### src/hw/mm_cfg_pkg.sv
package mm_cfg_pkg;

  // matrix geometry
  localparam int MAT_N = 3;
  localparam int MAT_ELEMS = MAT_N * MAT_N;

  // datapath widths
  localparam int ELEM_W = 16;
  localparam int ACC_W = 2 * ELEM_W;

  // operand ram
  localparam int ADDR_W = 4;
  localparam int RAM_DEPTH = 16;

  // live edge data spans the skewed diagonal
  localparam int FEED_STEPS = 2 * MAT_N - 1;

  // clear to done, leaves room for the last cell to drain
  localparam int RUN_CYCLES = 3 * MAT_N;

endpackage
### src/hw/mm_types_pkg.sv
package mm_types_pkg;

  import mm_cfg_pkg::*;

  typedef logic [ELEM_W-1:0] elem_t;
  typedef logic [ACC_W-1:0] acc_t;
  typedef logic [ADDR_W-1:0] addr_t;

  // host write port, one strobe per matrix
  typedef struct packed {
    logic we_a;
    logic we_b;
    addr_t addr;
    elem_t data;
  } ram_wr_t;

  // row-major, m00 sits in the top bits
  typedef struct packed {
    elem_t m00, m01, m02;
    elem_t m10, m11, m12;
    elem_t m20, m21, m22;
  } matrix_t;

  // values entering the left and top edges in one cycle
  typedef struct packed {
    elem_t [MAT_N-1:0] a_row;
    elem_t [MAT_N-1:0] b_col;
  } edge_t;

  typedef struct packed {
    acc_t c00, c01, c02;
    acc_t c10, c11, c12;
    acc_t c20, c21, c22;
  } result_t;

endpackage

### src/hw/skew_feeder.sv
module skew_feeder (
  input  logic                   clk,
  input  logic                   reset,
  input  logic                   i_start,
  input  logic                   i_loaded,
  input  mm_types_pkg::matrix_t  i_mat_a,
  input  mm_types_pkg::matrix_t  i_mat_b,
  output mm_types_pkg::edge_t    o_edge,
  output logic                   o_clear,
  output logic                   o_done
);

  import mm_cfg_pkg::*;
  import mm_types_pkg::*;

  localparam int STEP_W = $clog2(RUN_CYCLES + 1);

  logic              started;
  logic [STEP_W-1:0] step;
  elem_t             a_arr [MAT_N][MAT_N];
  elem_t             b_arr [MAT_N][MAT_N];
  edge_t             next_edge;

  // first cycle with both matrices captured
  assign o_clear = i_loaded && !started;

  // flatten struct fields into indexable grids
  always_comb begin
    for (int r = 0; r < MAT_N; r++) begin
      for (int c = 0; c < MAT_N; c++) begin
        a_arr[r][c] = i_mat_a[(MAT_ELEMS - 1 - (r * MAT_N + c)) * ELEM_W +: ELEM_W];
        b_arr[r][c] = i_mat_b[(MAT_ELEMS - 1 - (r * MAT_N + c)) * ELEM_W +: ELEM_W];
      end
    end
  end

  // row i gets A[i][k-i] and column j gets B[k-j][j] on the diagonal wavefront
  always_comb begin
    int k;
    k = int'(step);
    next_edge = '0;
    for (int i = 0; i < MAT_N; i++) begin
      if (k < FEED_STEPS && k - i >= 0 && k - i < MAT_N) begin
        next_edge.a_row[i] = a_arr[i][k - i];
        next_edge.b_col[i] = b_arr[k - i][i];
      end
    end
  end

  always_ff @(posedge clk) begin
    if (reset) begin
      started <= 1'b0;
      step    <= '0;
      o_edge  <= '0;
      o_done  <= 1'b0;
    end else if (!i_start) begin
      started <= 1'b0;
      step    <= '0;
      o_edge  <= '0;
      o_done  <= 1'b0;
    end else if (o_clear) begin
      started <= 1'b1;
      step    <= STEP_W'(1);
      o_edge  <= next_edge;
    end else if (started) begin
      // zeros flow in once the feed steps run out
      o_edge <= next_edge;
      if (step < RUN_CYCLES) begin
        step <= step + 1'b1;
      end
      if (step == RUN_CYCLES) begin
        o_done <= 1'b1;
      end
    end
  end

  a_done_needs_loaded: assert property (
    @(posedge clk) disable iff (reset)
    o_done |-> i_loaded
  );

  a_clear_single: assert property (
    @(posedge clk) disable iff (reset)
    o_clear |=> !o_clear
  );

endmodule

### config.mk
export PLATFORM = sky130hd
export DESIGN_NAME = skew_feeder
export DESIGN_NICKNAME = d
export VERILOG_FILES = /design/src/hw/mm_cfg_pkg.sv /design/src/hw/mm_types_pkg.sv /design/src/hw/skew_feeder.sv
export SDC_FILE = /design/constraint.sdc
export NUM_CORES = 1
export LEC_CHECK = 0
export BUFFER_PORTS_ARGS = -buffer_cell sky130_fd_sc_hd__buf_2
export CAP_MARGIN = 20
export CORE_AREA = 3 3 159 161
export CTS_CLUSTER_SIZE = 28
export DETAILED_ROUTE_END_ITERATION = 16
export DIE_AREA = 0 0 162 164
export PLACE_DENSITY_LB_ADDON = 0.3
export SKIP_CTS_REPAIR_TIMING = 1
export SYNTH_ARGS = -nofsm -noshare
export SYNTH_HDL_FRONTEND = slang
export SYNTH_SLANG_ARGS = --single-unit
### constraint.sdc
create_clock -name clk -period 2.7 [get_ports clk]
set_input_delay 0.27 -clock clk [delete_from_list [all_inputs] [get_ports clk]]
set_output_delay 0.27 -clock clk [all_outputs]
set_load 0.02 [all_outputs]
==> flow_metrics.env <==
export IMPL_critPathLaunchType="flip-flop"
export IMPL_syn_area_um2=5978
export IMPL_finalClockSkew_ns=0.009735
export IMPL_dieArea_um2=26570
export IMPL_power_leakage_nw=3.670
export IMPL_hold_class="in2reg"
export IMPL_vias_per_cell=4.753
export IMPL_cap_violations=0
export IMPL_utilization=0.3519
export IMPL_antennaDiodeCount=0
export IMPL_die_y_um=164
export IMPL_area_growth_pct=41.90
export IMPL_cp_data_arrival_time_ns=2.38
export IMPL_grt_pass1_vias=6138
export IMPL_p_per_area_nw_per_um2=407.8
export IMPL_path_class="reg2reg"
export IMPL_rows=57
export IMPL_dp_slack_ns=0.5516
export IMPL_clk_pin_slew_ns=0.08
export IMPL_placedCellCount=1323
export IMPL_yosysSeqAreaShare=0.3416
export IMPL_syn_nets=963
export IMPL_fp_dieW_um=162
export IMPL_synth_top_area_frac=0.3416
export IMPL_cts_tree="yes"
export IMPL_synth_top_flop_cell="dfxtp_1"
export IMPL_overflow=0
export IMPL_outcome="complete, no violations"
export IMPL_synth_most_common_cell="dfxtp_1"
export IMPL_cts_htree_levels=3
export IMPL_portBuffers=389
export IMPL_synth_seq_cells=102
export IMPL_finalHoldViolCount=0
export IMPL_gp_congestion=0.7402
export IMPL_rsz0062_at_grt="no"
export IMPL_fin_crit_sh=0.8010
export IMPL_cts_root_buf="clkbuf_16"
export IMPL_dr_total_vias=6360
export IMPL_slew_headroom=0.5543
export IMPL_grt_use_total=0.1505
export IMPL_irDropWorstVdd_v=0.0001731
export IMPL_grt_max_degree=98
export IMPL_yosys_top_cells_count="dfxtp_1 (102), nand2_1 (97), mux2i_1 (65)"
export IMPL_finalNonFillerCells=1338
export IMPL_netlist_instances=664
export IMPL_total_power_mw=3.460
export IMPL_synth_distinct_cells=37
export IMPL_wl_per_cell_um=15.84
export IMPL_critPathRequiredTime_ns=2.92
export IMPL_yosysWarningCount=0
export IMPL_route_detailed_drc=0
export IMPL_antenna_found_initial=0
export IMPL_drtAntennaViolNets=0
export IMPL_tightest_slew_ns=0.6685
export IMPL_cp_end_kind="flip-flop"
export IMPL_slew_viol_final=0
export IMPL_clock_sinks=102
export IMPL_syn_area_per_cell_um2=9.003
export IMPL_start_util=0.2480
export IMPL_grt_pass1_wl_mm=32.46
export IMPL_synth_edf_count=0
export IMPL_finalWirelength_mm=21.20
export IMPL_drt_initial_drc_count=473
export IMPL_synth_area_leaders="dfxtp_1 (34%), mux2i_1 (11%), a211oi_2 (6.3%)"
export IMPL_clock_path_buffers=2
export IMPL_layout_drive_gt1_share=0.4872
export IMPL_synth_top_cell_by_area="dfxtp_1"
export IMPL_hpwlAfterDp_mm=15.92
export IMPL_clk_latency_ns=0.35
export IMPL_numCtsBuffers=9
export IMPL_fmax_mhz=462.4
export IMPL_layout_nets=1309
export IMPL_finalSetupViolCount=0
export IMPL_crit_fanout=47
export IMPL_core_area_um2=24110
export IMPL_io_pins=390
export IMPL_ys_async_sr_fraction=0
export IMPL_dr_pass1_iters=7
export IMPL_period_needed_ns=2.163
export IMPL_worst_slack_ns=0.5373
export IMPL_timing_setup_tns_ns=0
[path summary, 6_finish.rpt]
path                                  start         end  slack [ns]  depth (start not counted)
worst max-delay path                step[0]  o_edge[28]        0.54                          5
worst min-delay path            i_mat_b[85]   o_edge[5]        0.23                          4
worst max register to register      step[0]  o_edge[28]        0.54                          5
worst min register to register   o_edge[39]  o_edge[39]        0.45                          2
[state kept, by name, indices dropped and copies added (netlist names)]
| register | flops |
|---|---|
| o_edge | 96 |
| o_done | 1 |
| started | 1 |
| step | 4 |
[critical path, stage by stage (launching register included)]
cell and delay [ns]:
dfxtp_4 0.38, buf_4 0.45, and2b_1 0.48, buf_16 0.27, a222oi_1 0.36, a211oi_2 0.08
[cell families (layout without fill, tap and decap cells)]
group / after synthesis / after routing / share of synthesized area
buffers and inverters: 75 / 425 / 0.06174
multiplexers: 97 / 97 / 0.1691
AND/OR/NAND/NOR: 183 / 183 / 0.1434
adder cells (fa/ha/maj): 7 / 7 / 0.01465
AO/OA/AOI/OAI: 199 / 199 / 0.2681
flip-flops: 102 / 102 / 0.3416
XOR/XNOR: 1 / 1 / 0.001465
[per-stage QoR]
| step | cell area [µm²] | hold WS (ns) |
|---|---|---|
| after floorplan | 5978 | 0.4918 |
| after global placement | 8144 | 0.4380 |
| after detailed placement | 8199 | 0.4401 |
| after CTS | 8483 | 0.2117 |
| after global routing | 8483 | 0.2287 |
| final | 8483 | 0.2305 |
[per-layer routing]
metal	up-vias	GRT usage	share of wire
met5	-	0	0
met4	0	0.03916	0.014
met3	17	0.03733	0.071
met2	253	0.2734	0.51
met1	2918	0.1769	0.41
li1	3172	-	-
[cells in the final DEF (no fill, tap or decap), drive strengths merged, types with 7 or more instances in the layout]
master	n
mux2	32
a22o	32
ha	7
mux2i	65
buf	406
clkbuf	11
nor2	38
o21ai	32
a222oi	32
and3	32
a211oi	34
dfxtp	102
a21oi	32
o211ai	33
nand2	98
[layout make-up]
type | count | area, µm²
fill | 2600 | 15620
multi-input combinational | 487 | 3590
timing repair buffer | 406 | 2140
sequential | 102 | 2049
tap | 324 | 405.4
clock buffer | 11 | 252.7
clock inverter | 4 | 31.28
inverter | 4 | 15.01
[power by group]
part / internal, mW / leakage (nW) / switching [mW]
combinational: 0.303 / 2.71 / 0.323
clock: 0.677 / 0.138 / 0.619
sequential: 1.52 / 0.826 / 0.0145
total: 2.50 / 3.67 / 0.956
Power figures use the tool's default switching activity.
