===== src/hw/mm_cfg_pkg.sv =====
package mm_cfg_pkg;

  // matrix geometry
  localparam int MAT_N = 3;
  localparam int MAT_ELEMS = MAT_N * MAT_N;

  // datapath widths
  localparam int ELEM_W = 16;
  localparam int ACC_W = 2 * ELEM_W;

  // operand ram
  localparam int ADDR_W = 4;
  localparam int RAM_DEPTH = 16;

  // live edge data spans the skewed diagonal
  localparam int FEED_STEPS = 2 * MAT_N - 1;

  // clear to done, leaves room for the last cell to drain
  localparam int RUN_CYCLES = 3 * MAT_N;

endpackage

===== src/hw/mm_types_pkg.sv =====
package mm_types_pkg;

  import mm_cfg_pkg::*;

  typedef logic [ELEM_W-1:0] elem_t;
  typedef logic [ACC_W-1:0] acc_t;
  typedef logic [ADDR_W-1:0] addr_t;

  // host write port, one strobe per matrix
  typedef struct packed {
    logic we_a;
    logic we_b;
    addr_t addr;
    elem_t data;
  } ram_wr_t;

  // row-major, m00 sits in the top bits
  typedef struct packed {
    elem_t m00, m01, m02;
    elem_t m10, m11, m12;
    elem_t m20, m21, m22;
  } matrix_t;

  // values entering the left and top edges in one cycle
  typedef struct packed {
    elem_t [MAT_N-1:0] a_row;
    elem_t [MAT_N-1:0] b_col;
  } edge_t;

  typedef struct packed {
    acc_t c00, c01, c02;
    acc_t c10, c11, c12;
    acc_t c20, c21, c22;
  } result_t;

endpackage


===== src/hw/operand_loader.sv =====
module operand_loader (
  input  logic                   clk,
  input  logic                   reset,
  input  logic                   i_start,
  input  mm_types_pkg::addr_t    i_wr_addr,
  input  mm_types_pkg::elem_t    i_q_a,
  input  mm_types_pkg::elem_t    i_q_b,
  output mm_types_pkg::addr_t    o_rd_addr,
  output mm_types_pkg::matrix_t  o_mat_a,
  output mm_types_pkg::matrix_t  o_mat_b,
  output logic                   o_loaded
);

  import mm_cfg_pkg::*;
  import mm_types_pkg::*;

  localparam addr_t LAST_ADDR = addr_t'(MAT_ELEMS - 1);

  // start seen on the previous edge
  logic  running;
  // address whose data the ram presents this cycle
  addr_t cap_addr;
  logic  cap_valid;

  always_ff @(posedge clk) begin
    if (reset) begin
      running   <= 1'b0;
      o_rd_addr <= '0;
      cap_addr  <= '0;
      cap_valid <= 1'b0;
      o_loaded  <= 1'b0;
    end else if (!i_start) begin
      // host owns the address between runs
      running   <= 1'b0;
      o_rd_addr <= i_wr_addr;
      cap_valid <= 1'b0;
      o_loaded  <= 1'b0;
    end else begin
      running   <= 1'b1;
      cap_addr  <= o_rd_addr;
      cap_valid <= running;
      if (!running) begin
        o_rd_addr <= '0;
      end else if (o_rd_addr < LAST_ADDR) begin
        o_rd_addr <= o_rd_addr + 1'b1;
      end
      if (cap_valid && cap_addr == LAST_ADDR) begin
        o_loaded <= 1'b1;
      end
    end
  end

  // one ram word per matrix lands in its slot each cycle
  always_ff @(posedge clk) begin
    if (i_start && cap_valid) begin
      case (cap_addr)
        4'd0: begin o_mat_a.m00 <= i_q_a; o_mat_b.m00 <= i_q_b; end
        4'd1: begin o_mat_a.m01 <= i_q_a; o_mat_b.m01 <= i_q_b; end
        4'd2: begin o_mat_a.m02 <= i_q_a; o_mat_b.m02 <= i_q_b; end
        4'd3: begin o_mat_a.m10 <= i_q_a; o_mat_b.m10 <= i_q_b; end
        4'd4: begin o_mat_a.m11 <= i_q_a; o_mat_b.m11 <= i_q_b; end
        4'd5: begin o_mat_a.m12 <= i_q_a; o_mat_b.m12 <= i_q_b; end
        4'd6: begin o_mat_a.m20 <= i_q_a; o_mat_b.m20 <= i_q_b; end
        4'd7: begin o_mat_a.m21 <= i_q_a; o_mat_b.m21 <= i_q_b; end
        4'd8: begin o_mat_a.m22 <= i_q_a; o_mat_b.m22 <= i_q_b; end
        default: begin
          o_mat_a.m22 <= o_mat_a.m22;
          o_mat_b.m22 <= o_mat_b.m22;
        end
      endcase
    end
  end

  // counter never walks past the last element during a run
  a_rd_addr_range: assert property (
    @(posedge clk) disable iff (reset)
    i_start && running |-> o_rd_addr <= LAST_ADDR
  );

endmodule


===== config.mk =====
export PLATFORM = sky130hd
export DESIGN_NAME = operand_loader
export DESIGN_NICKNAME = d
export VERILOG_FILES = /design/src/hw/mm_cfg_pkg.sv /design/src/hw/mm_types_pkg.sv /design/src/hw/operand_loader.sv
export SDC_FILE = /design/constraint.sdc
export NUM_CORES = 1
export LEC_CHECK = 0
export BUFFER_PORTS_ARGS = -buffer_cell sky130_fd_sc_hd__buf_2
export CAP_MARGIN = 10
export CORE_MARGIN = 2
export CORE_UTILIZATION = 35
export DETAILED_ROUTE_END_ITERATION = 12
export PLACE_DENSITY = 0.65
export SLEW_MARGIN = 20
export SYNTH_ARGS = -nofsm -noshare
export SYNTH_HDL_FRONTEND = slang
export SYNTH_SLANG_ARGS = --single-unit

===== constraint.sdc =====
create_clock -name clk -period 6.8 [get_ports clk]
set_input_delay 1.02 -clock clk [delete_from_list [all_inputs] [get_ports clk]]
set_output_delay 1.02 -clock clk [all_outputs]
set_load 0.005 [all_outputs]

==> results.json <==
{
  "max_slew.worst_pin.slew_ns": 1.06,
  "fmax_mhz": 423,
  "drc": 0,
  "pin_count": 332,
  "min_to": "o_loaded$_SDFFE_PP0P_",
  "ant_nets": 0,
  "antenna_found_initial": 1,
  "cts_buffer_depth": 3,
  "path_cells": "buf_2 -> nand4b_2 -> nor2_4",
  "min_path_cells": 2,
  "post_drt_via_cell_ratio": 4.41,
  "cpLargestDelayFamily": "simple AND/OR/NAND/NOR gates",
  "critical_path_buf_inv_count": 1,
  "critPathArrivalTime_ns": 2.50,
  "rows": 59,
  "synth_flop_cell": "edfxtp_1",
  "grt_start_max_net_pins": 33,
  "post-route-period-util_pct": 34.8,
  "gp_congestion": 0.753,
  "synth_edf_count": 288,
  "htreeDepth": 1,
  "syn_inst": 348,
  "clk_pin_slew_worst_paths_ns": 0.06,
  "relSlewSlack_pct": 28.9,
  "synth_commonest_cells": "edfxtp_1, dfxtp_1, nor2_1, nand2_1, nand2b_1",
  "crit_slowest_cell": "nor2_4",
  "start_util_pct": 35.5,
  "grt_pass1_wl_um": 29900,
  "grt_pass1_vias": 4526,
  "critPathKind": "primary input to flop",
  "dieArea_mm2": 0.0276,
  "fp.dieW_um": 166,
  "grt_usage_pct": 14.4,
  "finalSetupViolations": 0,
  "crit_fanout": 32,
  "final_layout_size_suffix_gt1_share_pct": 53.4,
  "fin_util_pct": 47.9,
  "clk_latency_ns": 0.53,
  "antennaDiodeCount": 0,
  "cap_violations": 0,
  "netlist.top_cell.by_area": "edfxtp_1",
  "powerDensity_mw_per_mm2": 292,
  "critPathMaxStageDelay_ns": 0.90,
  "cts_tree": "done",
  "leakagePower_nw": 4.64,
  "globalRouteOverflowTotal": 0,
  "routedWlPerCell_um": 19.7,
  "ys_seq_area_share_pct": 96.5,
  "syn_area_per_cell_um2": 26.4,
  "yosys-top-cells-area": "edfxtp_1, dfxtp_1, nor2_1",
  "worst_setup_path_end_kind": "flop",
  "placed_cell_area_mm2": 0.0113,
  "numCtsBuffers": 30,
  "cp_data_required_time_ns": 6.94,
  "hp-start": "o_loaded$_SDFFE_PP0P_",
  "final_area_mm2": 0.0124,
  "r2r_cells": 2,
  "cts.sinks": 299,
  "cts-root-buf": "clkbuf_16",
  "rrSetupSlack_ns": 4.77,
  "async_flop_share_pct": 0,
  "period_minus_slack_ns": 2.37,
  "hold_viol_final": 0,
  "die_h_um": 166,
  "drt_iter0_drc": 361,
  "cts_setup_buffers": 0,
  "start_kind": "primary input",
  "routed_wl_um": 21100,
  "finalSetupTns_ns": 0,
  "syn_area_mm2": 0.00919,
  "r2r-start": "cap_addr[0]$_SDFFE_PP0P_",
  "status": "finished, final reports clean",
  "yosys_warnings": 0,
  "cts_resized": 0,
  "firstDrtPassIters": 5,
  "hold_buffers": 0,
  "port_buffers": 331,
  "dp_hpwl_um": 13800,
  "drv_slew": 0,
  "peakVddDrop_uv": 174,
  "synth_top_area_share_pct": 94.1,
  "ys_types": 27,
  "syn-num-nets": 388,
  "hp-class": "flop to flop",
  "finalClockSkew_ns": 0.0159,
  "yosysMostFrequentCell": "edfxtp_1",
  "syn2layout_area_growth_pct": 35.1,
  "startpoint": "i_start",
  "ys_seq_elements": 299,
  "coreArea_mm2": 0.0259,
  "final_nets": 757,
  "vias": 4732,
  "rr_endpoint": "o_mat_a[7]$_DFFE_PP_",
  "rsz0062_at_grt": "false"
}
## cells in the final DEF (no fill, tap or decap), types with 2 or more instances in the layout
cell / Yosys / layout
buf_2: 1 / 331
edfxtp_1: 288 / 288
clkbuf_16: 0 / 31
dfxtp_1: 11 / 11
clkbuf_1: 0 / 8
nor2_4: 0 / 6
nand2b_1: 5 / 5
nand2_1: 5 / 5
buf_16: 0 / 5
nor2_1: 10 / 4
clkinv_1: 0 / 4
a21oi_1: 3 / 3
mux2i_1: 3 / 3
clkinv_4: 0 / 3
buf_4: 1 / 3
xnor2_1: 2 / 2
inv_1: 2 / 2
nor2b_1: 2 / 2
clkinvlp_4: 0 / 2
clkinv_2: 0 / 2
bufinv_16: 0 / 2
## how the worst max path moves through the flow
stage / end / slack, ns / depth (start not counted)
2_1_floorplan: o_mat_a[64]$_DFFE_PP_ / 2.81 / 3
3_3_place_gp: o_mat_b[109]$_DFFE_PP_ / 3.73 / 4
3_5_place_dp: o_mat_b[109]$_DFFE_PP_ / 3.61 / 4
4_1_cts: o_mat_b[109]$_DFFE_PP_ / 4.21 / 4
5_1_grt: o_mat_b[56]$_DFFE_PP_ / 4.33 / 3
6_report: o_mat_b[61]$_DFFE_PP_ / 4.43 / 3
## cell type report
cell class	instances	area [um^2]
clock buffers	39	806
clock inverters	14	135
well taps	335	419
inverters	2	7.51
fillers	2192	13500
multi-input cells	45	357
flip-flops and latches	299	8870
repair buffers	339	1820
## worst register-to-register path, delay by kind of cell (launching register included)
| family | cells | cell delay, ns |
|---|---|---|
| AND/OR/NAND/NOR | 2 | 1.24 |
| flip-flops | 1 | 0.40 |
## state kept, by name (all words and copies together) (netlist names)
register   flops
o_mat_a      144
cap_valid      1
o_loaded       1
o_mat_b      144
o_rd_addr      4
running        1
cap_addr       4
## layer usage
| layer | up-vias | global-route usage, % | wire length, um |
|---|---|---|---|
| met5 | - | 0 | 16 |
| met4 | 2 | 3.78 | 345 |
| met3 | 29 | 4.84 | 1870 |
| met2 | 219 | 24.8 | 10700 |
| met1 | 2355 | 17.6 | 8240 |
| li1 | 2127 | - | - |
## cells by family after synthesis
group / share of synthesized area (%)
buffers and inverters: 0.218
AOI/OAI and AO/OA: 0.599
muxes: 0.327
adders and majority gates: 0.136
and+or+nand+nor: 2.00
xor gates and xnor gates: 0.191
DFF: 96.5
## stage by stage
step	hold WS, ns	instances	worst slack [ns]	total power, W
detailed placement	0.492	1015	3.61	0.00211
floorplan	0.466	348	2.81	0.00208
global route	0.534	1073	4.33	0.00374
global placement	0.494	1015	3.73	0.00211
CTS	0.508	1068	4.21	0.00367
finish	0.498	1073	4.43	0.00363
## where the power goes
part           switching (W)  internal, W  total (W)
clock network       0.000644     0.000909    0.00155
logic              0.0000339    0.0000147  0.0000486
registers         0.00000435      0.00202    0.00203
(Power assumes the default switching activity.)
