### src/hw/mm_cfg_pkg.sv
package mm_cfg_pkg;

  // matrix geometry
  localparam int MAT_N = 3;
  localparam int MAT_ELEMS = MAT_N * MAT_N;

  // datapath widths
  localparam int ELEM_W = 16;
  localparam int ACC_W = 2 * ELEM_W;

  // operand ram
  localparam int ADDR_W = 4;
  localparam int RAM_DEPTH = 16;

  // live edge data spans the skewed diagonal
  localparam int FEED_STEPS = 2 * MAT_N - 1;

  // clear to done, leaves room for the last cell to drain
  localparam int RUN_CYCLES = 3 * MAT_N;

endpackage
### src/hw/mm_types_pkg.sv
package mm_types_pkg;

  import mm_cfg_pkg::*;

  typedef logic [ELEM_W-1:0] elem_t;
  typedef logic [ACC_W-1:0] acc_t;
  typedef logic [ADDR_W-1:0] addr_t;

  // host write port, one strobe per matrix
  typedef struct packed {
    logic we_a;
    logic we_b;
    addr_t addr;
    elem_t data;
  } ram_wr_t;

  // row-major, m00 sits in the top bits
  typedef struct packed {
    elem_t m00, m01, m02;
    elem_t m10, m11, m12;
    elem_t m20, m21, m22;
  } matrix_t;

  // values entering the left and top edges in one cycle
  typedef struct packed {
    elem_t [MAT_N-1:0] a_row;
    elem_t [MAT_N-1:0] b_col;
  } edge_t;

  typedef struct packed {
    acc_t c00, c01, c02;
    acc_t c10, c11, c12;
    acc_t c20, c21, c22;
  } result_t;

endpackage

### src/hw/result_readout.sv
module result_readout (
  input  logic                   clk,
  input  logic                   reset,
  input  logic                   i_done,
  input  mm_types_pkg::addr_t    i_out_sel,
  input  mm_types_pkg::result_t  i_results,
  output mm_types_pkg::acc_t     o_data_out
);

  import mm_types_pkg::*;

  // holds its value whenever done is low
  always_ff @(posedge clk) begin
    if (reset) begin
      o_data_out <= '0;
    end else if (i_done) begin
      case (i_out_sel)
        4'd0: o_data_out <= i_results.c00;
        4'd1: o_data_out <= i_results.c01;
        4'd2: o_data_out <= i_results.c02;
        4'd3: o_data_out <= i_results.c10;
        4'd4: o_data_out <= i_results.c11;
        4'd5: o_data_out <= i_results.c12;
        4'd6: o_data_out <= i_results.c20;
        4'd7: o_data_out <= i_results.c21;
        // 8 and every unused index
        default: o_data_out <= i_results.c22;
      endcase
    end
  end

endmodule

### config.mk
export PLATFORM = sky130hd
export DESIGN_NAME = result_readout
export DESIGN_NICKNAME = d
export VERILOG_FILES = /design/src/hw/mm_cfg_pkg.sv /design/src/hw/mm_types_pkg.sv /design/src/hw/result_readout.sv
export SDC_FILE = /design/constraint.sdc
export NUM_CORES = 1
export LEC_CHECK = 0
export ABC_AREA = 1
export BUFFER_PORTS_ARGS = -buffer_cell sky130_fd_sc_hd__buf_2
export CAP_MARGIN = 25
export CORE_AREA = 2 2 128 130
export DETAILED_ROUTE_END_ITERATION = 8
export DIE_AREA = 0 0 130 132
export GPL_ROUTABILITY_DRIVEN = 0
export SYNTH_ARGS = -nofsm -noshare
export SYNTH_HDL_FRONTEND = slang
export SYNTH_SLANG_ARGS = --single-unit
### constraint.sdc
create_clock -name clk -period 2.1 [get_ports clk]
set_input_delay 0 -clock clk [delete_from_list [all_inputs] [get_ports clk]]
set_output_delay 0 -clock clk [all_outputs]
set_load 0.03 [all_outputs]
==> impl_metrics.tcl, run 1 <==
set metrics [dict create \
    status "finished, final reports clean" \
    r2r_slack_ns 1.44 \
    area_delta_synth_final_pct 52.0 \
    cts_max_path_buffers 2 \
    cts_sinks 32 \
    final_common_cell "buf_2" \
    io_buffer_count 326 \
    drtIter0Drc 425 \
    grt_max_degree 56 \
    cp_data_arrival_time_ns 1.59 \
    irDropWorstVdd_mv 0.267 \
    final_hold_viol_count 0 \
    cts_tree "built" \
    n_antenna_cell 0 \
    finClkSkew_ns 0 \
    avgSynthCellArea_um2 4.97 \
    postCtsSetupRepairBufs 0 \
    required_ns 2.30 \
    grt_pass1_vias 5877 \
    crit_type "input pin to flip-flop" \
    cap_viol_max_count 0 \
    setup_viol 0 \
    clock.fmax_mhz 719 \
    slew_headroom_pct 55.1 \
    drc 0 \
    h-tree-depth 2 \
    num_io_pins 327 \
    grt_pass1_wl_mm 31.8 \
    synth_cell_types 12 \
    dp_slack_ns 0.438 \
    start_util_pct 24.8 \
    die_area_mm2 0.0172 \
    min_period_ns 1.39 \
    grtUsageTotal_pct 24.3 \
    drt-wirelength-per-cell_um 16.9 \
    clkTransAtPathRegs_ns 0.05 \
    hold_ws_ns 0.0946 \
    largest_registers "o_data_out: 32 flops" \
    rsz0062_at_grt "no" \
    setup-tns-final_ns 0 \
    antenna_found_initial 2 \
    reg2reg_from "o_data_out[16]" \
    final_nets 1375 \
    ys_warn_count 0 \
    largest_register_ffs 32 \
    final_cell_mix "buf_2, nand3_1, nand2_1, nor2_1, inv_1" \
    cp-startpoint "i_out_sel[3]" \
    power_density_mw_per_mm2 401 \
    ys_ff_latch 32 \
    cp-end-kind "flip-flop" \
    start_kind "input pin" \
    wl_mm 22.0 \
    syn_inst 784 \
    synth_area_mm2 0.00389 \
    num_rows 46 \
    largest-register "o_data_out" \
    cp-endpoint "o_data_out[13]" \
    worstPathMaxFanout 50 \
    drtAntennaViolNets 0 \
    root_buffer "clkbuf_16" \
    reg2reg_to "o_data_out[16]" \
    cts_resized 0 \
    post-dp-hpwl_mm 17.8 \
    fillers 1898 \
    slew_viol_final 0 \
    rr_worst_depth 2 \
    power.leakage_uw 0.00348 \
    core_mm2 0.0157 \
    final_layout_size_suffix_gt1_share_pct 33.8 \
    final.period_utilization_pct 66.2 \
    worst_slew_pin_slew_ns 0.674 \
    grt-ovfl-total 0 \
    hold_depth 3 \
    min_path_type "input pin to flip-flop" \
    firstDrtPassIters 5 \
    syn_nets 1079 \
    dr_total_vias 6241 \
    fin_ws_ns 0.709 \
    cts_inserted_buffers 5 \
    dieHeight_um 132 \
    yosysSeqAreaShare_pct 16.4 \
    vias_per_cell 4.81 \
    clk_latency_ns 0.27 \
    die_w_um 130 \
    cts.hold.buffers_added 0 \
]
## cell usage after synthesis
| master | number | area share, % |
|---|---|---|
| a21oi_1 | 32 | 4.1 |
| nand3_1 | 256 | 33 |
| clkbuf_1 | 21 | 2.0 |
| buf_2 | 35 | 4.5 |
| nor2_2 | 2 | 0.32 |
| inv_1 | 46 | 4.4 |
| nand2_1 | 218 | 21 |
| nor2_1 | 131 | 13 |
| buf_1 | 4 | 0.39 |
| nor2_4 | 3 | 0.87 |
| inv_2 | 4 | 0.39 |
| dfxtp_1 | 32 | 16 |
## report_power, final
part / leakage, uW / total, uW / switching [uW] / internal, uW
Combinational: 0.00315 / 962 / 576 / 386
Clock: 0.0000712 / 740 / 267 / 473
Sequential: 0.000263 / 672 / 23.1 / 649
Total: 0.00348 / 2370 / 867 / 1510
## layout make-up
class	count	area, um2	share of cell area (%)
inverters	50	188	3.17
well taps	216	270	4.56
repair buffers	349	1870	31.5
flip-flops and latches	32	641	10.8
clock buffers	8	146	2.47
multi-input cells	642	2810	47.5
## routing by layer
metal | vias to the layer above | track usage (%) | routed length (um)
met5 | - | 0 | 27
met4 | 4 | 5.62 | 515
met3 | 31 | 7.06 | 2390
met2 | 330 | 44.9 | 10900
met1 | 2748 | 27.1 | 8130
li1 | 3128 | - | -
## worst max-delay path, cell delays in order
cell	delay, ns
buf_2	0.15
nor2_4	0.28
buf_4	0.55
nand3_1	0.15
nand2_1	0.13
nor2_1	0.05
nand3_1	0.08
nand2_1	0.07
a21oi_1	0.12
## cell families after synthesis
logic type | after synthesis | share of synthesized area, %
AND/OR/NAND/NOR | 610 | 67.7
flip-flops | 32 | 16.4
AO/OA/AOI/OAI | 32 | 4.11
buffers and inverters | 110 | 11.7
## how the worst min path moves through the flow
stage / slack [ns] / end / start
after floorplan: 0.07 / o_data_out[22] / reset
after global placement: 0.38 / o_data_out[0] / i_done
after detailed placement: 0.38 / o_data_out[0] / i_done
after CTS: 0.08 / o_data_out[0] / i_done
after global routing: 0.11 / o_data_out[0] / i_done
final: 0.09 / o_data_out[0] / i_done
## through the flow
stage	area [um2]	cells	total power (uW)	utilization (%)
finish	5920	1297	2370	37.7
global route	5920	1297	2520	37.7
CTS	5920	1297	2400	37.7
detailed placement	5780	1289	1650	36.8
global placement	5780	1289	1650	36.8
floorplan	3890	784	1150	-
Note: power is estimated with default switching activity, not from simulation.
==> inputs of run 2 (changes only) <==
--- a/config.mk
+++ b/config.mk
@@ -8,9 +8,9 @@
 export ABC_AREA = 1
 export BUFFER_PORTS_ARGS = -buffer_cell sky130_fd_sc_hd__buf_2
 export CAP_MARGIN = 25
-export CORE_AREA = 2 2 128 130
+export CORE_AREA = 2 2 129 131
 export DETAILED_ROUTE_END_ITERATION = 8
-export DIE_AREA = 0 0 130 132
+export DIE_AREA = 0 0 131 133
 export GPL_ROUTABILITY_DRIVEN = 0
 export SYNTH_ARGS = -nofsm -noshare
 export SYNTH_HDL_FRONTEND = slang
==> constraint.sdc (replaced) <==
create_clock -name clk -period 1.33 [get_ports clk]
set_input_delay 0 -clock clk [delete_from_list [all_inputs] [get_ports clk]]
set_output_delay 0 -clock clk [all_outputs]
set_load 0.03 [all_outputs]
==> run 2 against run 1 <==
  * Critical path depth up 1
  * First-iteration DRC count down 35%
  * Clock power up 65%
  * Cell count up 1.9%
  * Non-clock buffer count up 19
  * Wire length down 0.32%
  * Core utilization up 1.1 points
  * Hold slack worse by 0.0073 ns
  * Count of clock-buffer cells in the layout down 1
  * Sequential share of layout area down 0.60 points
  * Die area up 1.5%
  * Critical endpoint is now o_data_out[26]
==> impl_metrics.tcl, run 2 (same netlist as run 1, synthesis figures left out) <==
set metrics [dict create \
    worstPathMaxFanout 29 \
    grt_pass1_wl_mm 31.6 \
    area_delta_synth_final_pct 61.0 \
    finClkSkew_ns 0 \
    drc 0 \
    rsz0062_at_grt "no" \
    final_layout_size_suffix_gt1_share_pct 34.9 \
    final.period_utilization_pct 86.7 \
    grtUsageTotal_pct 24.0 \
    final_hold_viol_count 0 \
    final_cell_count_no_fill 1321 \
    rr_worst_depth 2 \
    crit_chain "buf_2 -> nor2_4 -> buf_12 -> buf_4 -> nand3_1 -> nand2_1 -> nor2_1 -> nand3_1 -> nand2_1 -> a21oi_1" \
    clkTransAtPathRegs_ns 0.06 \
    h-tree-depth 2 \
    reg2reg_from "o_data_out[29]" \
    firstDrtPassIters 5 \
    slew_viol_final 0 \
    cts.hold.buffers_added 1 \
    required_ns 1.49 \
    status "finished, final reports clean" \
    final_common_cell "buf_2" \
    fillers 1860 \
    reg2reg_to "o_data_out[29]" \
    die_area_mm2 0.0174 \
    grt-ovfl-total 0 \
    cp-end-kind "flip-flop" \
    cts_max_path_buffers 2 \
    largest_registers "o_data_out: 32 flops" \
    drtAntennaViolNets 0 \
    start_util_pct 24.1 \
    min_to "o_data_out[0]" \
    die_w_um 131 \
    drt-wirelength-per-cell_um 16.6 \
    cp_top_family "simple AND/OR/NAND/NOR gates" \
    cp_data_arrival_time_ns 1.32 \
    max_stage_delay_ns 0.35 \
    clk_latency_ns 0.28 \
    root_buffer "clkbuf_16" \
    cts_tree "built" \
    final_cell_mix "buf_2, nand3_1, nand2_1, nor2_1, inv_1" \
    fin_ws_ns 0.177 \
    grt_max_degree 55 \
    largest_register_ffs 32 \
    start_kind "input pin" \
    hold_depth 5 \
    hold_start "i_results[0]" \
    place_area_mm2 0.00610 \
    vias_per_cell 4.73 \
    crit_type "input pin to flip-flop" \
    final_nets 1394 \
    io_buffer_count 326 \
    irDropWorstVdd_mv 0.352 \
    postCtsSetupRepairBufs 0 \
    post-route-cell-area_mm2 0.00627 \
    placed_cells 1311 \
    dp_slack_ns -0.137 \
    cts_inserted_buffers 5 \
    setup_viol 0 \
    min_period_ns 1.15 \
    cp_num_buf_inv 3 \
    fin_util_pct 38.8 \
    dieHeight_um 133 \
    cts_resized 0 \
    num_rows 47 \
    critPathSlowestCell "nor2_1" \
    dr_total_vias 6245 \
    clock.fmax_mhz 868 \
    power_density_mw_per_mm2 623 \
    setup-tns-final_ns 0 \
    post-dp-hpwl_mm 18.0 \
    power.leakage_uw 0.00363 \
    min_path_type "input pin to flip-flop" \
    antenna_found_initial 4 \
    num_io_pins 327 \
    core_mm2 0.0162 \
    drtIter0Drc 275 \
    slew_headroom_pct 71.8 \
    worst_slew_pin_slew_ns 0.422 \
    r2r_slack_ns 0.69 \
    wl_mm 21.9 \
    cts_sinks 32 \
    largest-register "o_data_out" \
    grt_pass1_vias 5982 \
    cap_viol_max_count 0 \
]
[run 2: changes by cell type in the layout (fill, tap and decap cells not counted), sizes merged]
| cell | previous run | this run |
|---|---|---|
| buf | 349 | 367 |
| diode | 0 | 2 |
| clkbuf | 8 | 7 |
| dlygate4sd3 | 0 | 1 |
[run 2: routing by layer]
metal | up-vias | part of all wire (%) | GRT usage (%) | wire length, um
li1 | 3170 | - | - | -
met1 | 2722 | 38 | 25.9 | 8300
met2 | 308 | 51 | 45.6 | 11200
met3 | 41 | 8.2 | 5.54 | 1790
met4 | 4 | 2.8 | 6.68 | 608
met5 | - | 0.091 | 0 | 20
[run 2: worst max-delay path by stage]
stage,end,start,cells past startpoint
2_1_floorplan,o_data_out[1],i_out_sel[3],9
3_3_place_gp,o_data_out[26],i_out_sel[3],10
3_5_place_dp,o_data_out[26],i_out_sel[3],10
4_1_cts,o_data_out[26],i_out_sel[3],10
5_1_grt,o_data_out[12],i_out_sel[2],11
6_report,o_data_out[26],i_out_sel[3],10
[run 2: layout make-up]
cell class                      instances  area [um2]  share of cell area (%)
Multi-Input combinational cell        642        2810                    44.8
Timing Repair Buffer                  368        2200                    35.1
Sequential cell                        32         641                    10.2
Tap cell                              220         275                    4.39
Inverter                               50         188                    2.99
Clock buffer                            7         153                    2.43
Antenna cell                            2        5.00                  0.0798
[run 2: where the power goes]
group	total (uW)	switching [uW]	internal, uW
logic	1630	923	703
registers	1060	38.9	1020
clock network	1220	431	786
total	3910	1390	2510
[run 2: worst min-delay path, cell delays in order]
cell and delay, ns:
buf_2 0.10, nand2_1 0.05, nand3_1 0.07, nand2_1 0.06, a21oi_1 0.05
[run 2: per-stage QoR]
| step | total power [uW] | hold slack (ns) |
|---|---|---|
| after floorplan | 1810 | 0.0691 |
| after global placement | 2720 | 0.215 |
| after detailed placement | 2710 | 0.216 |
| after CTS | 3950 | 0.0869 |
| after global routing | 4140 | 0.104 |
| final | 3910 | 0.0873 |
==> inputs of run 3 (changes only) <==
--- a/config.mk
+++ b/config.mk
@@ -12,6 +12,7 @@
 export DETAILED_ROUTE_END_ITERATION = 8
 export DIE_AREA = 0 0 131 133
 export GPL_ROUTABILITY_DRIVEN = 0
+export RECOVER_POWER = 100
 export SYNTH_ARGS = -nofsm -noshare
 export SYNTH_HDL_FRONTEND = slang
 export SYNTH_SLANG_ARGS = --single-unit
==> run 3 against run 2 <==
  * Non-clock buffer count is the same
  * Global-route usage is the same
  * Combinational power down 2%
  * Wire length is 0.21% lower
  * Total power decreased by 0.77%
  * Design area is 1.2% lower
  * Die area did not move
  * Sequential share of layout area increased by 0.12 points
  * Clock power barely moved
  * Cell count stayed put
  * Critical path type unchanged
  * Highest routed layer unchanged
==> impl_metrics.tcl, run 3 (same netlist as run 1, synthesis figures left out) <==
set metrics [dict create \
    status "finished, final reports clean" \
    vias_per_cell 4.72 \
    cts_sinks 32 \
    rr_worst_depth 2 \
    worst_slew_pin_slew_ns 0.505 \
    hold_ws_ns 0.0871 \
    antenna_found_initial 4 \
    power.leakage_uw 0.00350 \
    dr_total_vias 6233 \
    largest_registers "o_data_out: 32 flops" \
    required_ns 1.49 \
    r2r_slack_ns 0.68 \
    gr-usage-met1_pct 25.9 \
    drt-wirelength-per-cell_um 16.5 \
    die_w_um 131 \
    grt_util_met3_pct 5.54 \
    grt_pass1_wl_mm 31.6 \
    fin_ws_ns 0.170 \
    start_util_pct 24.1 \
    die_area_mm2 0.0174 \
    reg2reg_from "o_data_out[27]" \
    h-tree-depth 2 \
    post-dp-hpwl_mm 18.0 \
    crit_type "input pin to flip-flop" \
    cp_data_arrival_time_ns 1.32 \
    grtUsageTotal_pct 24.0 \
    postCtsSetupRepairBufs 0 \
    grt-ovfl-total 0 \
    final_layout_size_suffix_gt1_share_pct 31.9 \
    drtIter0Drc 259 \
    rsz0062_at_grt "no" \
    setup_viol 0 \
    worstPathMaxFanout 29 \
    wl_mm 21.8 \
    final_cell_mix "buf_2, nand3_1, nand2_1, nor2_1, inv_1" \
    drtAntennaViolNets 0 \
    num_io_pins 327 \
    finClkSkew_ns 0 \
    io_buffer_count 326 \
    cts_resized 0 \
    core_mm2 0.0162 \
    drc 0 \
    clk_latency_ns 0.28 \
    root_buffer "clkbuf_16" \
    cts_inserted_buffers 5 \
    clock.fmax_mhz 862 \
    area_delta_synth_final_pct 59.1 \
    power_density_mw_per_mm2 625 \
    dp_slack_ns -0.137 \
    grt_max_degree 55 \
    grt-busiest-layer "met2" \
    final.period_utilization_pct 87.2 \
    start_kind "input pin" \
    grt_use_met2_pct 45.6 \
    cp-end-kind "flip-flop" \
    cp-startpoint "i_out_sel[3]" \
    min_path_type "input pin to flip-flop" \
    min_period_ns 1.16 \
    cts_max_path_buffers 2 \
    cp-endpoint "o_data_out[26]" \
    grt_pass1_vias 5982 \
    largest_register_ffs 32 \
    final_common_cell "buf_2" \
    cts.hold.buffers_added 1 \
    slew_viol_final 0 \
    clkTransAtPathRegs_ns 0.06 \
    num_rows 47 \
    largest-register "o_data_out" \
    cts_tree "built" \
    final_nets 1394 \
    dieHeight_um 133 \
    firstDrtPassIters 5 \
    reg2reg_to "o_data_out[27]" \
    slew_headroom_pct 66.5 \
    final_hold_viol_count 0 \
    cap_viol_max_count 0 \
    irDropWorstVdd_mv 0.356 \
]
==> run 3: cell count changes in the layout (fill, tap and decap cells not counted) <==
cell and delta:
clkbuf_2 +2, clkbuf_4 +2, buf_12 -3, clkbuf_1 +33
buf_6 +3, buf_4 -4, buf_2 -33
==> run 3: area by class of cell <==
cell class / instances / area (um2)
Antenna cell: 2 / 5.00
Clock buffer: 7 / 153
Fill cell: 1871 / 9970
Inverter: 50 / 188
Multi-Input combinational cell: 642 / 2810
Sequential cell: 32 / 641
Tap cell: 220 / 275
Timing Repair Buffer: 368 / 2130
==> run 3: through the flow <==
stage	total power, uW	setup TNS (ns)	cell area (um2)	util (%)	cells
floorplan	1810	0	3890	-	784
global placement	2720	-0.535	6100	37.7	1311
detailed placement	2710	-0.797	6100	37.7	1311
CTS	3950	0	6270	38.7	1319
global route	4120	0	6200	38.3	1321
finish	3880	0	6200	38.3	1321
==> run 3: how the worst min path moves through the flow <==
stage,startpoint,endpoint,slack [ns],cells after the start
after floorplan,reset,o_data_out[22],0.07,1
after global placement,reset,o_data_out[6],0.22,2
after detailed placement,reset,o_data_out[6],0.22,2
after CTS,i_results[0],o_data_out[0],0.09,5
after global routing,i_results[0],o_data_out[0],0.10,5
final,i_results[0],o_data_out[0],0.09,5
==> run 3: critical path, cell delays in order <==
cell and delay [ns]:
buf_2 0.16, nor2_4 0.09, buf_6 0.19, clkbuf_4 0.16, nand3_1 0.07, nand2_1 0.06
nor2_1 0.33, nand3_1 0.12, nand2_1 0.08, a21oi_1 0.05
==> run 3: power breakdown <==
| group | switching (uW) | total (uW) | internal [uW] |
|---|---|---|---|
| Combinational | 920 | 1590 | 673 |
| Sequential | 40.9 | 1070 | 1020 |
| Clock | 432 | 1220 | 786 |
| Total | 1390 | 3880 | 2480 |
==> run 3: routing by layer <==
layer  vias up  share of wire, %
met3        40               8.4
met4         4               3.1
met5         -             0.092
met1      2703                38
li1       3173                 -
met2       313                51
