**config.mk**
```make
export PLATFORM = sky130hd
export DESIGN_NAME = operand_ram
export DESIGN_NICKNAME = d
export VERILOG_FILES = /design/src/hw/mm_cfg_pkg.sv /design/src/hw/mm_types_pkg.sv /design/src/hw/operand_ram.sv
export SDC_FILE = /design/constraint.sdc
export NUM_CORES = 1
export LEC_CHECK = 0
export ABC_CLOCK_PERIOD_IN_PS = 3000
export BUFFER_PORTS_ARGS = -buffer_cell sky130_fd_sc_hd__buf_4
export CAP_MARGIN = 20
export CORE_ASPECT_RATIO = 1.4
export CORE_MARGIN = 2
export CORE_UTILIZATION = 61
export DETAILED_ROUTE_END_ITERATION = 16
export PLACE_DENSITY = 0.79
export SYNTH_ARGS = -nofsm -noshare
export SYNTH_HDL_FRONTEND = slang
export SYNTH_SLANG_ARGS = --single-unit
```
**constraint.sdc**
```tcl
create_clock -name clk -period 3 [get_ports clk]
set_clock_uncertainty 0.15 [all_clocks]
set_input_delay 0.45 -clock clk [delete_from_list [all_inputs] [get_ports clk]]
set_output_delay 0.45 -clock clk [all_outputs]
set_load 0.05 [all_outputs]
```
**src/hw/mm_cfg_pkg.sv**
```systemverilog
package mm_cfg_pkg;

  // matrix geometry
  localparam int MAT_N = 3;
  localparam int MAT_ELEMS = MAT_N * MAT_N;

  // datapath widths
  localparam int ELEM_W = 16;
  localparam int ACC_W = 2 * ELEM_W;

  // operand ram
  localparam int ADDR_W = 4;
  localparam int RAM_DEPTH = 16;

  // live edge data spans the skewed diagonal
  localparam int FEED_STEPS = 2 * MAT_N - 1;

  // clear to done, leaves room for the last cell to drain
  localparam int RUN_CYCLES = 3 * MAT_N;

endpackage
```
**src/hw/mm_types_pkg.sv**
```systemverilog
package mm_types_pkg;

  import mm_cfg_pkg::*;

  typedef logic [ELEM_W-1:0] elem_t;
  typedef logic [ACC_W-1:0] acc_t;
  typedef logic [ADDR_W-1:0] addr_t;

  // host write port, one strobe per matrix
  typedef struct packed {
    logic we_a;
    logic we_b;
    addr_t addr;
    elem_t data;
  } ram_wr_t;

  // row-major, m00 sits in the top bits
  typedef struct packed {
    elem_t m00, m01, m02;
    elem_t m10, m11, m12;
    elem_t m20, m21, m22;
  } matrix_t;

  // values entering the left and top edges in one cycle
  typedef struct packed {
    elem_t [MAT_N-1:0] a_row;
    elem_t [MAT_N-1:0] b_col;
  } edge_t;

  typedef struct packed {
    acc_t c00, c01, c02;
    acc_t c10, c11, c12;
    acc_t c20, c21, c22;
  } result_t;

endpackage

```
**src/hw/operand_ram.sv**
```systemverilog
module operand_ram (
  input  logic                 clk,
  input  mm_types_pkg::addr_t  i_addr,
  input  mm_types_pkg::elem_t  i_data,
  input  logic                 i_we,
  output mm_types_pkg::elem_t  o_q
);

  mm_types_pkg::elem_t mem [mm_cfg_pkg::RAM_DEPTH];

  // write port
  always_ff @(posedge clk) begin
    if (i_we) begin
      mem[i_addr] <= i_data;
    end
  end

  // registered read returns the old word on a same-address write
  always_ff @(posedge clk) begin
    o_q <= mem[i_addr];
  end

endmodule

```
==> results of run 1 <==
final timing paths:
path / start / to / slack (ps) / cells after the start
worst max-delay path: i_addr[0] / o_q[14]$_DFF_P_ / 1140 / 5
worst min-delay path: i_data[9] / mem[8][9]$_DFFE_PP_ / 80 / 1
worst max register to register: mem[11][3]$_DFFE_PP_ / o_q[3]$_DFF_P_ / 1460 / 3
worst min register to register: mem[14][10]$_DFFE_PP_ / o_q[10]$_DFF_P_ / 520 / 3
registers in the layout (all words and copies together) (netlist names):
name and count:
mem 256, o_q 16
final cells by class:
type | count | area share, %
timing repair buffer | 69 | 4.92
sequential | 272 | 69.3
clock buffer | 27 | 5.57
clock inverter | 17 | 1.35
tap | 199 | 2.15
multi-input combinational | 139 | 16.7
cell usage in the layout, fill, tap and decap left out:
cell,count
buf_4,65
nand2_1,17
a22oi_1,32
and2_1,1
nor3_2,4
bufinv_16,3
clkbuf_8,1
mux4_1,2
dfxtp_1,16
mux4_2,62
nand3b_1,2
clkinv_2,8
buf_12,4
clkbuf_16,25
nor2_2,12
nor2_1,1
edfxtp_1,256
nand3_1,1
nor2b_1,2
nand2b_1,2
clkbuf_1,1
clkinvlp_4,1
clkinv_1,5
or3b_2,1
worst max-delay path, cell delays in order:
cell     delay (ps)
buf_4           430
buf_4           340
mux4_2          560
a22oi_1         220
nand2_1          90
power groups by stage:
stage               clock (W)  sequential, W  combinational (W)
floorplan                   0        0.00444           0.000212
global placement            0        0.00435           0.000479
CTS                   0.00313        0.00427           0.000496
detailed placement          0        0.00436           0.000492
global route          0.00327        0.00428           0.000519
finish                0.00309        0.00427           0.000490
Yosys cell counts, drive strengths merged:
cell type / instances / area, µm²
a22oi: 32 / 240
and2: 1 / 6.26
nand2b: 2 / 12.5
edfxtp: 256 / 7690
nand3b: 2 / 15.0
nor2: 13 / 48.8
mux4: 64 / 1450
nand3: 1 / 5.00
clkbuf: 14 / 52.6
nor2b: 2 / 12.5
or3b: 1 / 8.76
nand2: 17 / 63.8
buf: 9 / 81.3
nor3: 4 / 20.0
dfxtp: 16 / 320
through the flow:
stage               hold slack (ps)  utilization (%)  worst slack [ps]
global route                   86.6             71.8              1000
CTS                            69.3             71.8              1090
detailed placement              506             66.8               565
global placement                497             66.8               616
floorplan                       399                -               345
finish                         82.8             71.8              1140
per-layer routing:
metal	global-route usage (%)	share of wire, %	up-vias	wire (µm)
li1	-	-	1970	-
met1	32.3	36	2437	7460
met2	42.5	54	216	11100
met3	3.22	7.0	49	1440
met4	9.81	3.3	0	689
met5	0	0	-	0
kinds of logic (layout without fill, tap and decap cells):
family,Yosys count,in the layout,share of synthesized area [%]
multiplexers,64,64,14.5
AO/OA/AOI/OAI,32,32,2.40
buffers and inverters,23,113,1.34
AND/OR/NAND/NOR,43,43,1.92
flip-flops,272,272,79.9
==> impl_metrics.env, run 1 <==
export IMPL_worst_pin_slew_ps=927
export IMPL_p_int_w=0.00623
export IMPL_overflow=0
export IMPL_p_sw_w=0.00162
export IMPL_numPortBuffers=37
export IMPL_finalCritPeriodShare_pct=61.9
export IMPL_clock_latency_ps=510
export IMPL_die_h_um=156
export IMPL_yosys_warnings=0
export IMPL_ctsResizeCount=0
export IMPL_numCtsBuffers=24
export IMPL_maxCapViolCount=0
export IMPL_cts_sinks=272
export IMPL_status="finished clean"
export IMPL_cts_root_buffer="clkbuf_16"
export IMPL_drt_iter0_drc=553
export IMPL_seqCellArea_um2=8010
export IMPL_slew_viol_final=0
export IMPL_hold_violations=0
export IMPL_power_density_nw_per_um2=679
export IMPL_route_antenna_remaining_nets=0
export IMPL_startpoint_type="input port"
export IMPL_cp_max_fo=31
export IMPL_required_ps=3240
export IMPL_arrival_ps=2100
export IMPL_fin_crit_ps=1860
export IMPL_postCtsHoldBufs=0
export IMPL_instances_no_fill=723
export IMPL_rsz0062_at_grt="false"
export IMPL_remaining_drc_errors=0
export IMPL_placed_area_um2=10800
export IMPL_wirelength_um=20700
export IMPL_finalSetupViolCount=0
export IMPL_clk_path_buf_depth=3
export IMPL_max_slew_margin_rel_pct=38.2
export IMPL_core_area_um2=16100
export IMPL_yosysSeqAreaShare_pct=79.9
export IMPL_grt_usage_pct=24.6
export IMPL_clk_pin_slew_ps=60
export IMPL_syn_nets=456
export IMPL_final_area_um2=11600
export IMPL_grt_pass1_wl_um=30900
export IMPL_p_sw_share_pct=20.7
export IMPL_multi_input_area_um2=1930
export IMPL_std_cell_rows=55
export IMPL_drtPass1Iterations=5
export IMPL_die_w_um=112
export IMPL_vias=4672
export IMPL_ir_drop_v=0.000603
export IMPL_start_util_pct=62.2
export IMPL_n_antenna_cell=0
export IMPL_nFillCells=914
export IMPL_vias_per_cell=6.46
export IMPL_hold_path_class="input port to flop"
export IMPL_synthDistinctLibCells=18
export IMPL_antenna_found_initial=0
export IMPL_die_area_um2=17500
export IMPL_h_tree_depth=1
export IMPL_dp_cells=679
export IMPL_p_comb_share_pct=6.2
export IMPL_hpwl_um=12100
export IMPL_grt_max_degree=32
export IMPL_wire_per_inst_um=28.6
export IMPL_drive_above_1_share_pct=35.5
export IMPL_cts_tree="built"
export IMPL_grt_pass1_vias=4973
export IMPL_power_leakage_nw=3.79
export IMPL_synth_seq_cells=272
export IMPL_nNetsFinal=528
export IMPL_cts_setup_buffers=0
export IMPL_clockPowerShare_pct=39.3
export IMPL_syn_inst=434
export IMPL_total_power_w=0.00785
export IMPL_setup_tns_ps=0
export IMPL_crit_path_end_kind="flop"
export IMPL_io_pins=38
export IMPL_synth_area_per_cell_um2=23.1
export IMPL_fmax_mhz=539
export IMPL_area_delta_synth_final_pct=15.3
export IMPL_synth_cell_area_um2=10000
export IMPL_path_class="input port to flop"
export IMPL_place_gp_congestion=0.786
export IMPL_power_frac_seq_pct=54.4
Power figures use the tool's default switching activity.
==> inputs of run 2 (changes only) <==
--- a/config.mk
+++ b/config.mk
@@ -5,14 +5,14 @@
 export SDC_FILE = /design/constraint.sdc
 export NUM_CORES = 1
 export LEC_CHECK = 0
-export ABC_CLOCK_PERIOD_IN_PS = 3000
+export ABC_CLOCK_PERIOD_IN_PS = 1500
 export BUFFER_PORTS_ARGS = -buffer_cell sky130_fd_sc_hd__buf_4
 export CAP_MARGIN = 20
 export CORE_ASPECT_RATIO = 1.4
 export CORE_MARGIN = 2
-export CORE_UTILIZATION = 61
+export CORE_UTILIZATION = 55
 export DETAILED_ROUTE_END_ITERATION = 16
-export PLACE_DENSITY = 0.79
+export PLACE_DENSITY = 0.75
 export SYNTH_ARGS = -nofsm -noshare
 export SYNTH_HDL_FRONTEND = slang
 export SYNTH_SLANG_ARGS = --single-unit
==> constraint.sdc (replaced) <==
create_clock -name clk -period 1.5 [get_ports clk]
set_clock_uncertainty 0.15 [all_clocks]
set_input_delay 0.225 -clock clk [delete_from_list [all_inputs] [get_ports clk]]
set_output_delay 0.225 -clock clk [all_outputs]
set_load 0.05 [all_outputs]
==> run 2 against run 1 <==
Against the previous run:
- clock-buffer cell count rose by 7
- register-to-register slack got worse by 1400 ps
- setup slack got worse by 1100 ps
- wire length rose by 2.9%
- final cell count rose by 11%
- critical path depth fell by 2
- core utilization fell by 2.8 points
- total power rose by 100%
- combinational power rose by 130%
- design area rose by 7.0%
==> impl_metrics.env, run 2 (synthesis results as in run 1) <==
export IMPL_status="finished clean"
export IMPL_clock_latency_ps=520
export IMPL_n_antenna_cell=0
export IMPL_p_comb_share_pct=7.2
export IMPL_clockPowerShare_pct=38.8
export IMPL_cts_sinks=272
export IMPL_power_density_nw_per_um2=1280
export IMPL_p_sw_share_pct=20.7
export IMPL_finalCritPeriodShare_pct=97.5
export IMPL_reg2reg_from="mem[3][4]$_DFFE_PP_"
export IMPL_hold_violations=0
export IMPL_std_cell_rows=58
export IMPL_clk_pin_slew_ps=60
export IMPL_fin_crit_ps=1460
export IMPL_drive_above_1_share_pct=38.3
export IMPL_wire_per_inst_um=26.5
export IMPL_grt_pass1_vias=5245
export IMPL_clk_path_buf_depth=3
export IMPL_critPathLaunch="mem[3][4]$_DFFE_PP_"
export IMPL_nNetsFinal=567
export IMPL_layout_commonest_cell="edfxtp_1"
export IMPL_finalSetupViolCount=0
export IMPL_fin_ws_ps=37.3
export IMPL_maxCapViolCount=0
export IMPL_cts_root_buffer="clkbuf_16"
export IMPL_fmax_mhz=684
export IMPL_hold_path_class="input port to flop"
export IMPL_path_class="flop to flop"
export IMPL_power_leakage_nw=4.07
export IMPL_grt_usage_pct=23.0
export IMPL_vias_per_cell=6.07
export IMPL_crit_path_end_kind="flop"
export IMPL_final_area_um2=12400
export IMPL_die_h_um=164
export IMPL_place_gp_congestion=0.808
export IMPL_wirelength_um=21300
export IMPL_startpoint_type="flop"
export IMPL_final_cell_mix="edfxtp_1 (256), mux4_2 (64), buf_4 (63)"
export IMPL_overflow=0
export IMPL_power_frac_seq_pct=53.9
export IMPL_max_slew_margin_rel_pct=83.6
export IMPL_io_pins=38
export IMPL_rsz0062_at_grt="false"
export IMPL_min_from="i_addr[0]"
export IMPL_start_util_pct=55.9
export IMPL_route_antenna_remaining_nets=0
export IMPL_die_w_um=118
export IMPL_area_delta_synth_final_pct=23.3
export IMPL_ir_drop_v=0.000977
export IMPL_dpl_worst_slack_ps=-314
export IMPL_hpwl_um=12900
export IMPL_arrival_ps=1710
export IMPL_total_power_w=0.0158
export IMPL_grt_pass1_wl_um=32300
export IMPL_numPortBuffers=37
export IMPL_largest_register_ffs=256
export IMPL_p_sw_w=0.00327
export IMPL_h_tree_depth=1
export IMPL_die_area_um2=19300
export IMPL_remaining_drc_errors=0
export IMPL_grt_max_degree=25
export IMPL_p_int_w=0.0126
export IMPL_slew_viol_final=0
export IMPL_hold_ws_ps=162
export IMPL_cts_tree="built"
export IMPL_cp_max_fo=1
export IMPL_required_ps=1750
export IMPL_worst_pin_slew_ps=245
export IMPL_drt_iter0_drc=389
export IMPL_drtPass1Iterations=7
export IMPL_numCtsBuffers=24
export IMPL_top_register="mem"
export IMPL_vias=4865
export IMPL_core_area_um2=17900
export IMPL_antenna_found_initial=0
export IMPL_placed_area_um2=11400
export IMPL_top_regs="mem: 256 flops, o_q: 16 flops"
run 2: cell count changes in the layout (fill, tap and decap cells not counted), sizes merged:
cell,delta
buf,+23
bufinv,-1
clkbuf,+7
clkinv,-6
clkinvlp,-1
dlygate4sd3,+16
run 2: final cells by class:
cell class	count	area, µm²
repair buffers	108	1210
flip-flops and latches	272	8010
well taps	240	300
fillers	1058	5560
multi-input cells	139	2040
clock inverters	9	96.3
clock buffers	34	699
run 2: critical path, stage by stage, from the launching register on:
cell and delay (ps):
edfxtp_1 380, mux4_2 500, a22oi_1 230, nand2_1 80
run 2: power groups by stage:
| stage | Sequential [W] | Combinational (W) | Clock (W) |
|---|---|---|---|
| floorplan | 0.00887 | 0.000484 | 0 |
| global placement | 0.00870 | 0.00108 | 0 |
| detailed placement | 0.00871 | 0.00111 | 0 |
| CTS | 0.00855 | 0.00115 | 0.00624 |
| global route | 0.00855 | 0.00121 | 0.00649 |
| finish | 0.00854 | 0.00115 | 0.00615 |
run 2: per-stage QoR:
stage	utilization [%]	TNS (ps)	instances
finish	69.0	0	802
global route	69.0	0	802
global placement	63.5	-46180	743
detailed placement	63.5	-51140	743
CTS	68.9	0	802
floorplan	-	-26770	434
run 2: routing by layer:
| layer | up-vias | wire (µm) | track usage [%] |
|---|---|---|---|
| met1 | 2565 | 7620 | 28.4 |
| met3 | 49 | 1260 | 3.09 |
| li1 | 2060 | - | - |
| met5 | - | 0 | 0 |
| met4 | 0 | 805 | 9.09 |
| met2 | 191 | 11600 | 41.4 |
run 2: repair_timing:
item                                    in CTS  in global routing
hold endpoints to repair                   256                  0
resized for setup                            0                  3
buffers inserted                             0                  0
endpoints found under the setup margin       0                  3
hold buffers                                16                  0
run 2: final timing paths:
path	slack, ps	cells past startpoint	endpoint
worst max-delay path	40	3	o_q[4]$_DFF_P_
worst min-delay path	160	4	o_q[0]$_DFF_P_
worst max register to register	40	3	o_q[4]$_DFF_P_
worst min register to register	520	3	o_q[5]$_DFF_P_
==> inputs of run 3 (changes only) <==
--- a/config.mk
+++ b/config.mk
@@ -5,14 +5,15 @@
 export SDC_FILE = /design/constraint.sdc
 export NUM_CORES = 1
 export LEC_CHECK = 0
-export ABC_CLOCK_PERIOD_IN_PS = 1500
+export ABC_CLOCK_PERIOD_IN_PS = 1800
 export BUFFER_PORTS_ARGS = -buffer_cell sky130_fd_sc_hd__buf_4
 export CAP_MARGIN = 20
 export CORE_ASPECT_RATIO = 1.4
 export CORE_MARGIN = 2
-export CORE_UTILIZATION = 55
+export CORE_UTILIZATION = 65
 export DETAILED_ROUTE_END_ITERATION = 16
-export PLACE_DENSITY = 0.75
+export MAX_ROUTING_LAYER = met4
+export PLACE_DENSITY = 0.83
 export SYNTH_ARGS = -nofsm -noshare
 export SYNTH_HDL_FRONTEND = slang
 export SYNTH_SLANG_ARGS = --single-unit
==> constraint.sdc (replaced) <==
create_clock -name clk -period 1.8 [get_ports clk]
set_clock_uncertainty 0.15 [all_clocks]
set_input_delay 0.27 -clock clk [delete_from_list [all_inputs] [get_ports clk]]
set_output_delay 0.27 -clock clk [all_outputs]
set_load 0.05 [all_outputs]
==> run 3 against run 2 <==
Against the previous run:
- register-to-register slack better by 210 ps
- critical endpoint is now o_q[11]$_DFF_P_
- via count is 2.8% higher
- wire length grew 3.8%
- sequential cell count unchanged
- combinational power fell by 20%
- total power is 19% lower
- non-clock buffer count up 3
- sequential share of layout area is 1.6 points higher
- hold slack better by 37 ps
==> impl_metrics.env, run 3 (synthesis results as in run 1) <==
export IMPL_wirelength_um=22100
export IMPL_cts_sinks=272
export IMPL_grt_usage_pct=29.8
export IMPL_critPathSlowestCell="mux4_2"
export IMPL_arrival_ps=1800
export IMPL_hold_violations=0
export IMPL_max_slew_margin_rel_pct=65.3
export IMPL_drive_above_1_share_pct=36.6
export IMPL_rsz0062_at_grt="false"
export IMPL_start_util_pct=66.6
export IMPL_critPathBufInv=0
export IMPL_final_cell_mix="edfxtp_1 (256), buf_4 (77), mux4_2 (62)"
export IMPL_cp_top_family="multiplexers"
export IMPL_power_leakage_nw=4.01
export IMPL_die_w_um=109
export IMPL_fin_crit_ps=1550
export IMPL_clk_path_buf_depth=3
export IMPL_std_cell_rows=53
export IMPL_path_class="flop to flop"
export IMPL_max_stage_delay_ps=480
export IMPL_die_h_um=151
export IMPL_clock_latency_ps=510
export IMPL_route_antenna_remaining_nets=0
export IMPL_instances_no_fill=758
export IMPL_cp_max_fo=1
export IMPL_maxCapViolCount=0
export IMPL_die_area_um2=16400
export IMPL_slew_viol_final=0
export IMPL_hpwl_um=13400
export IMPL_numPortBuffers=37
export IMPL_hold_path_class="input port to flop"
export IMPL_top_register="mem"
export IMPL_crit_path_end_kind="flop"
export IMPL_total_power_w=0.0129
export IMPL_grt_pass1_vias=5357
export IMPL_grt_max_degree=31
export IMPL_core_area_um2=15100
export IMPL_cts_tree="built"
export IMPL_vias_per_cell=6.60
export IMPL_io_pins=38
export IMPL_antenna_found_initial=0
export IMPL_fmax_mhz=646
export IMPL_power_density_nw_per_um2=1070
export IMPL_numCtsBuffers=24
export IMPL_drtPass1Iterations=5
export IMPL_remaining_drc_errors=0
export IMPL_cts_setup_buffers=0
export IMPL_dp_cells=698
export IMPL_startpoint_type="flop"
export IMPL_grt_pass1_wl_um=33000
export IMPL_ir_drop_v=0.00103
export IMPL_required_ps=2050
export IMPL_finalCritPeriodShare_pct=86.0
export IMPL_setup_tns_ps=0
export IMPL_dpl_worst_slack_ps=-126
export IMPL_overflow=0
export IMPL_wire_per_inst_um=29.2
export IMPL_vias=5001
export IMPL_hold_ws_ps=199
export IMPL_crit_chain="mux4_2 > a22oi_1 > nand2_1"
export IMPL_largest_register_ffs=256
export IMPL_top_regs="mem: 256 flops, o_q: 16 flops"
export IMPL_fin_ws_ps=251
export IMPL_cts_root_buffer="clkbuf_16"
export IMPL_area_delta_synth_final_pct=20.4
export IMPL_drt_iter0_drc=539
export IMPL_worst_pin_slew_ps=520
export IMPL_nNetsFinal=570
export IMPL_place_gp_congestion=0.821
export IMPL_clk_pin_slew_ps=60
export IMPL_h_tree_depth=1
export IMPL_n_antenna_cell=0
export IMPL_status="finished clean"
export IMPL_finalSetupViolCount=0
export IMPL_layout_commonest_cell="edfxtp_1"
## run 3: changes by cell type in the layout (fill, tap and decap cells not counted), sizes merged
cell | before | now
buf | 92 | 95
clkinv | 7 | 4
clkinvlp | 0 | 1
bufinv | 2 | 0
clkbuf | 34 | 39
## run 3: path summary, 6_finish.rpt
kind                         from               to  slack, ps  cells after the start
min                     i_addr[3]   o_q[1]$_DFF_P_        200                      4
min reg2reg  mem[15][0]$_DFFE_PP_   o_q[0]$_DFF_P_        540                      3
max          mem[0][11]$_DFFE_PP_  o_q[11]$_DFF_P_        250                      3
max reg2reg  mem[0][11]$_DFFE_PP_  o_q[11]$_DFF_P_        250                      3
## run 3: per-stage QoR
| step | util (%) | instance area, µm² |
|---|---|---|
| detailed placement | 74.2 | 11200 |
| global route | 80.2 | 12100 |
| finish | 80.2 | 12100 |
| global placement | 74.2 | 11200 |
| CTS | 80.2 | 12100 |
| floorplan | - | 10100 |
## run 3: cell type report
cell class / count / area [µm²]
timing repair buffer: 111 / 1100
fill: 684 / 2980
multi-input combinational: 139 / 1980
tap: 192 / 240
sequential: 272 / 8010
clock inverter: 5 / 26.3
clock buffer: 39 / 718
## run 3: power by group
part	switching [W]	leakage, nW	internal [W]
registers	0.0000530	2.45	0.00708
logic	0.000545	1.20	0.000376
clock network	0.00208	0.362	0.00273
total	0.00268	4.01	0.0102
## run 3: tightest hold or removal path: cells and delay by family
kind / cells / cell delay (ps)
AOI/OAI and AO/OA: 1 / 180
buffers and inverters: 1 / 130
and+or+nand+nor: 2 / 220
## run 3: timing repair
item | in CTS | in global routing
hold buffers | 16 | 0
gates resized for setup | 0 | 0
endpoints found under the hold margin | 256 | 0
## run 3: per-layer routing
layer	part of all wire, %	wire [µm]	track usage [%]
met5	0	0	-
met2	52	11600	48.5
met4	4.7	1040	14.0
met1	34	7580	37.5
met3	8.7	1920	4.43
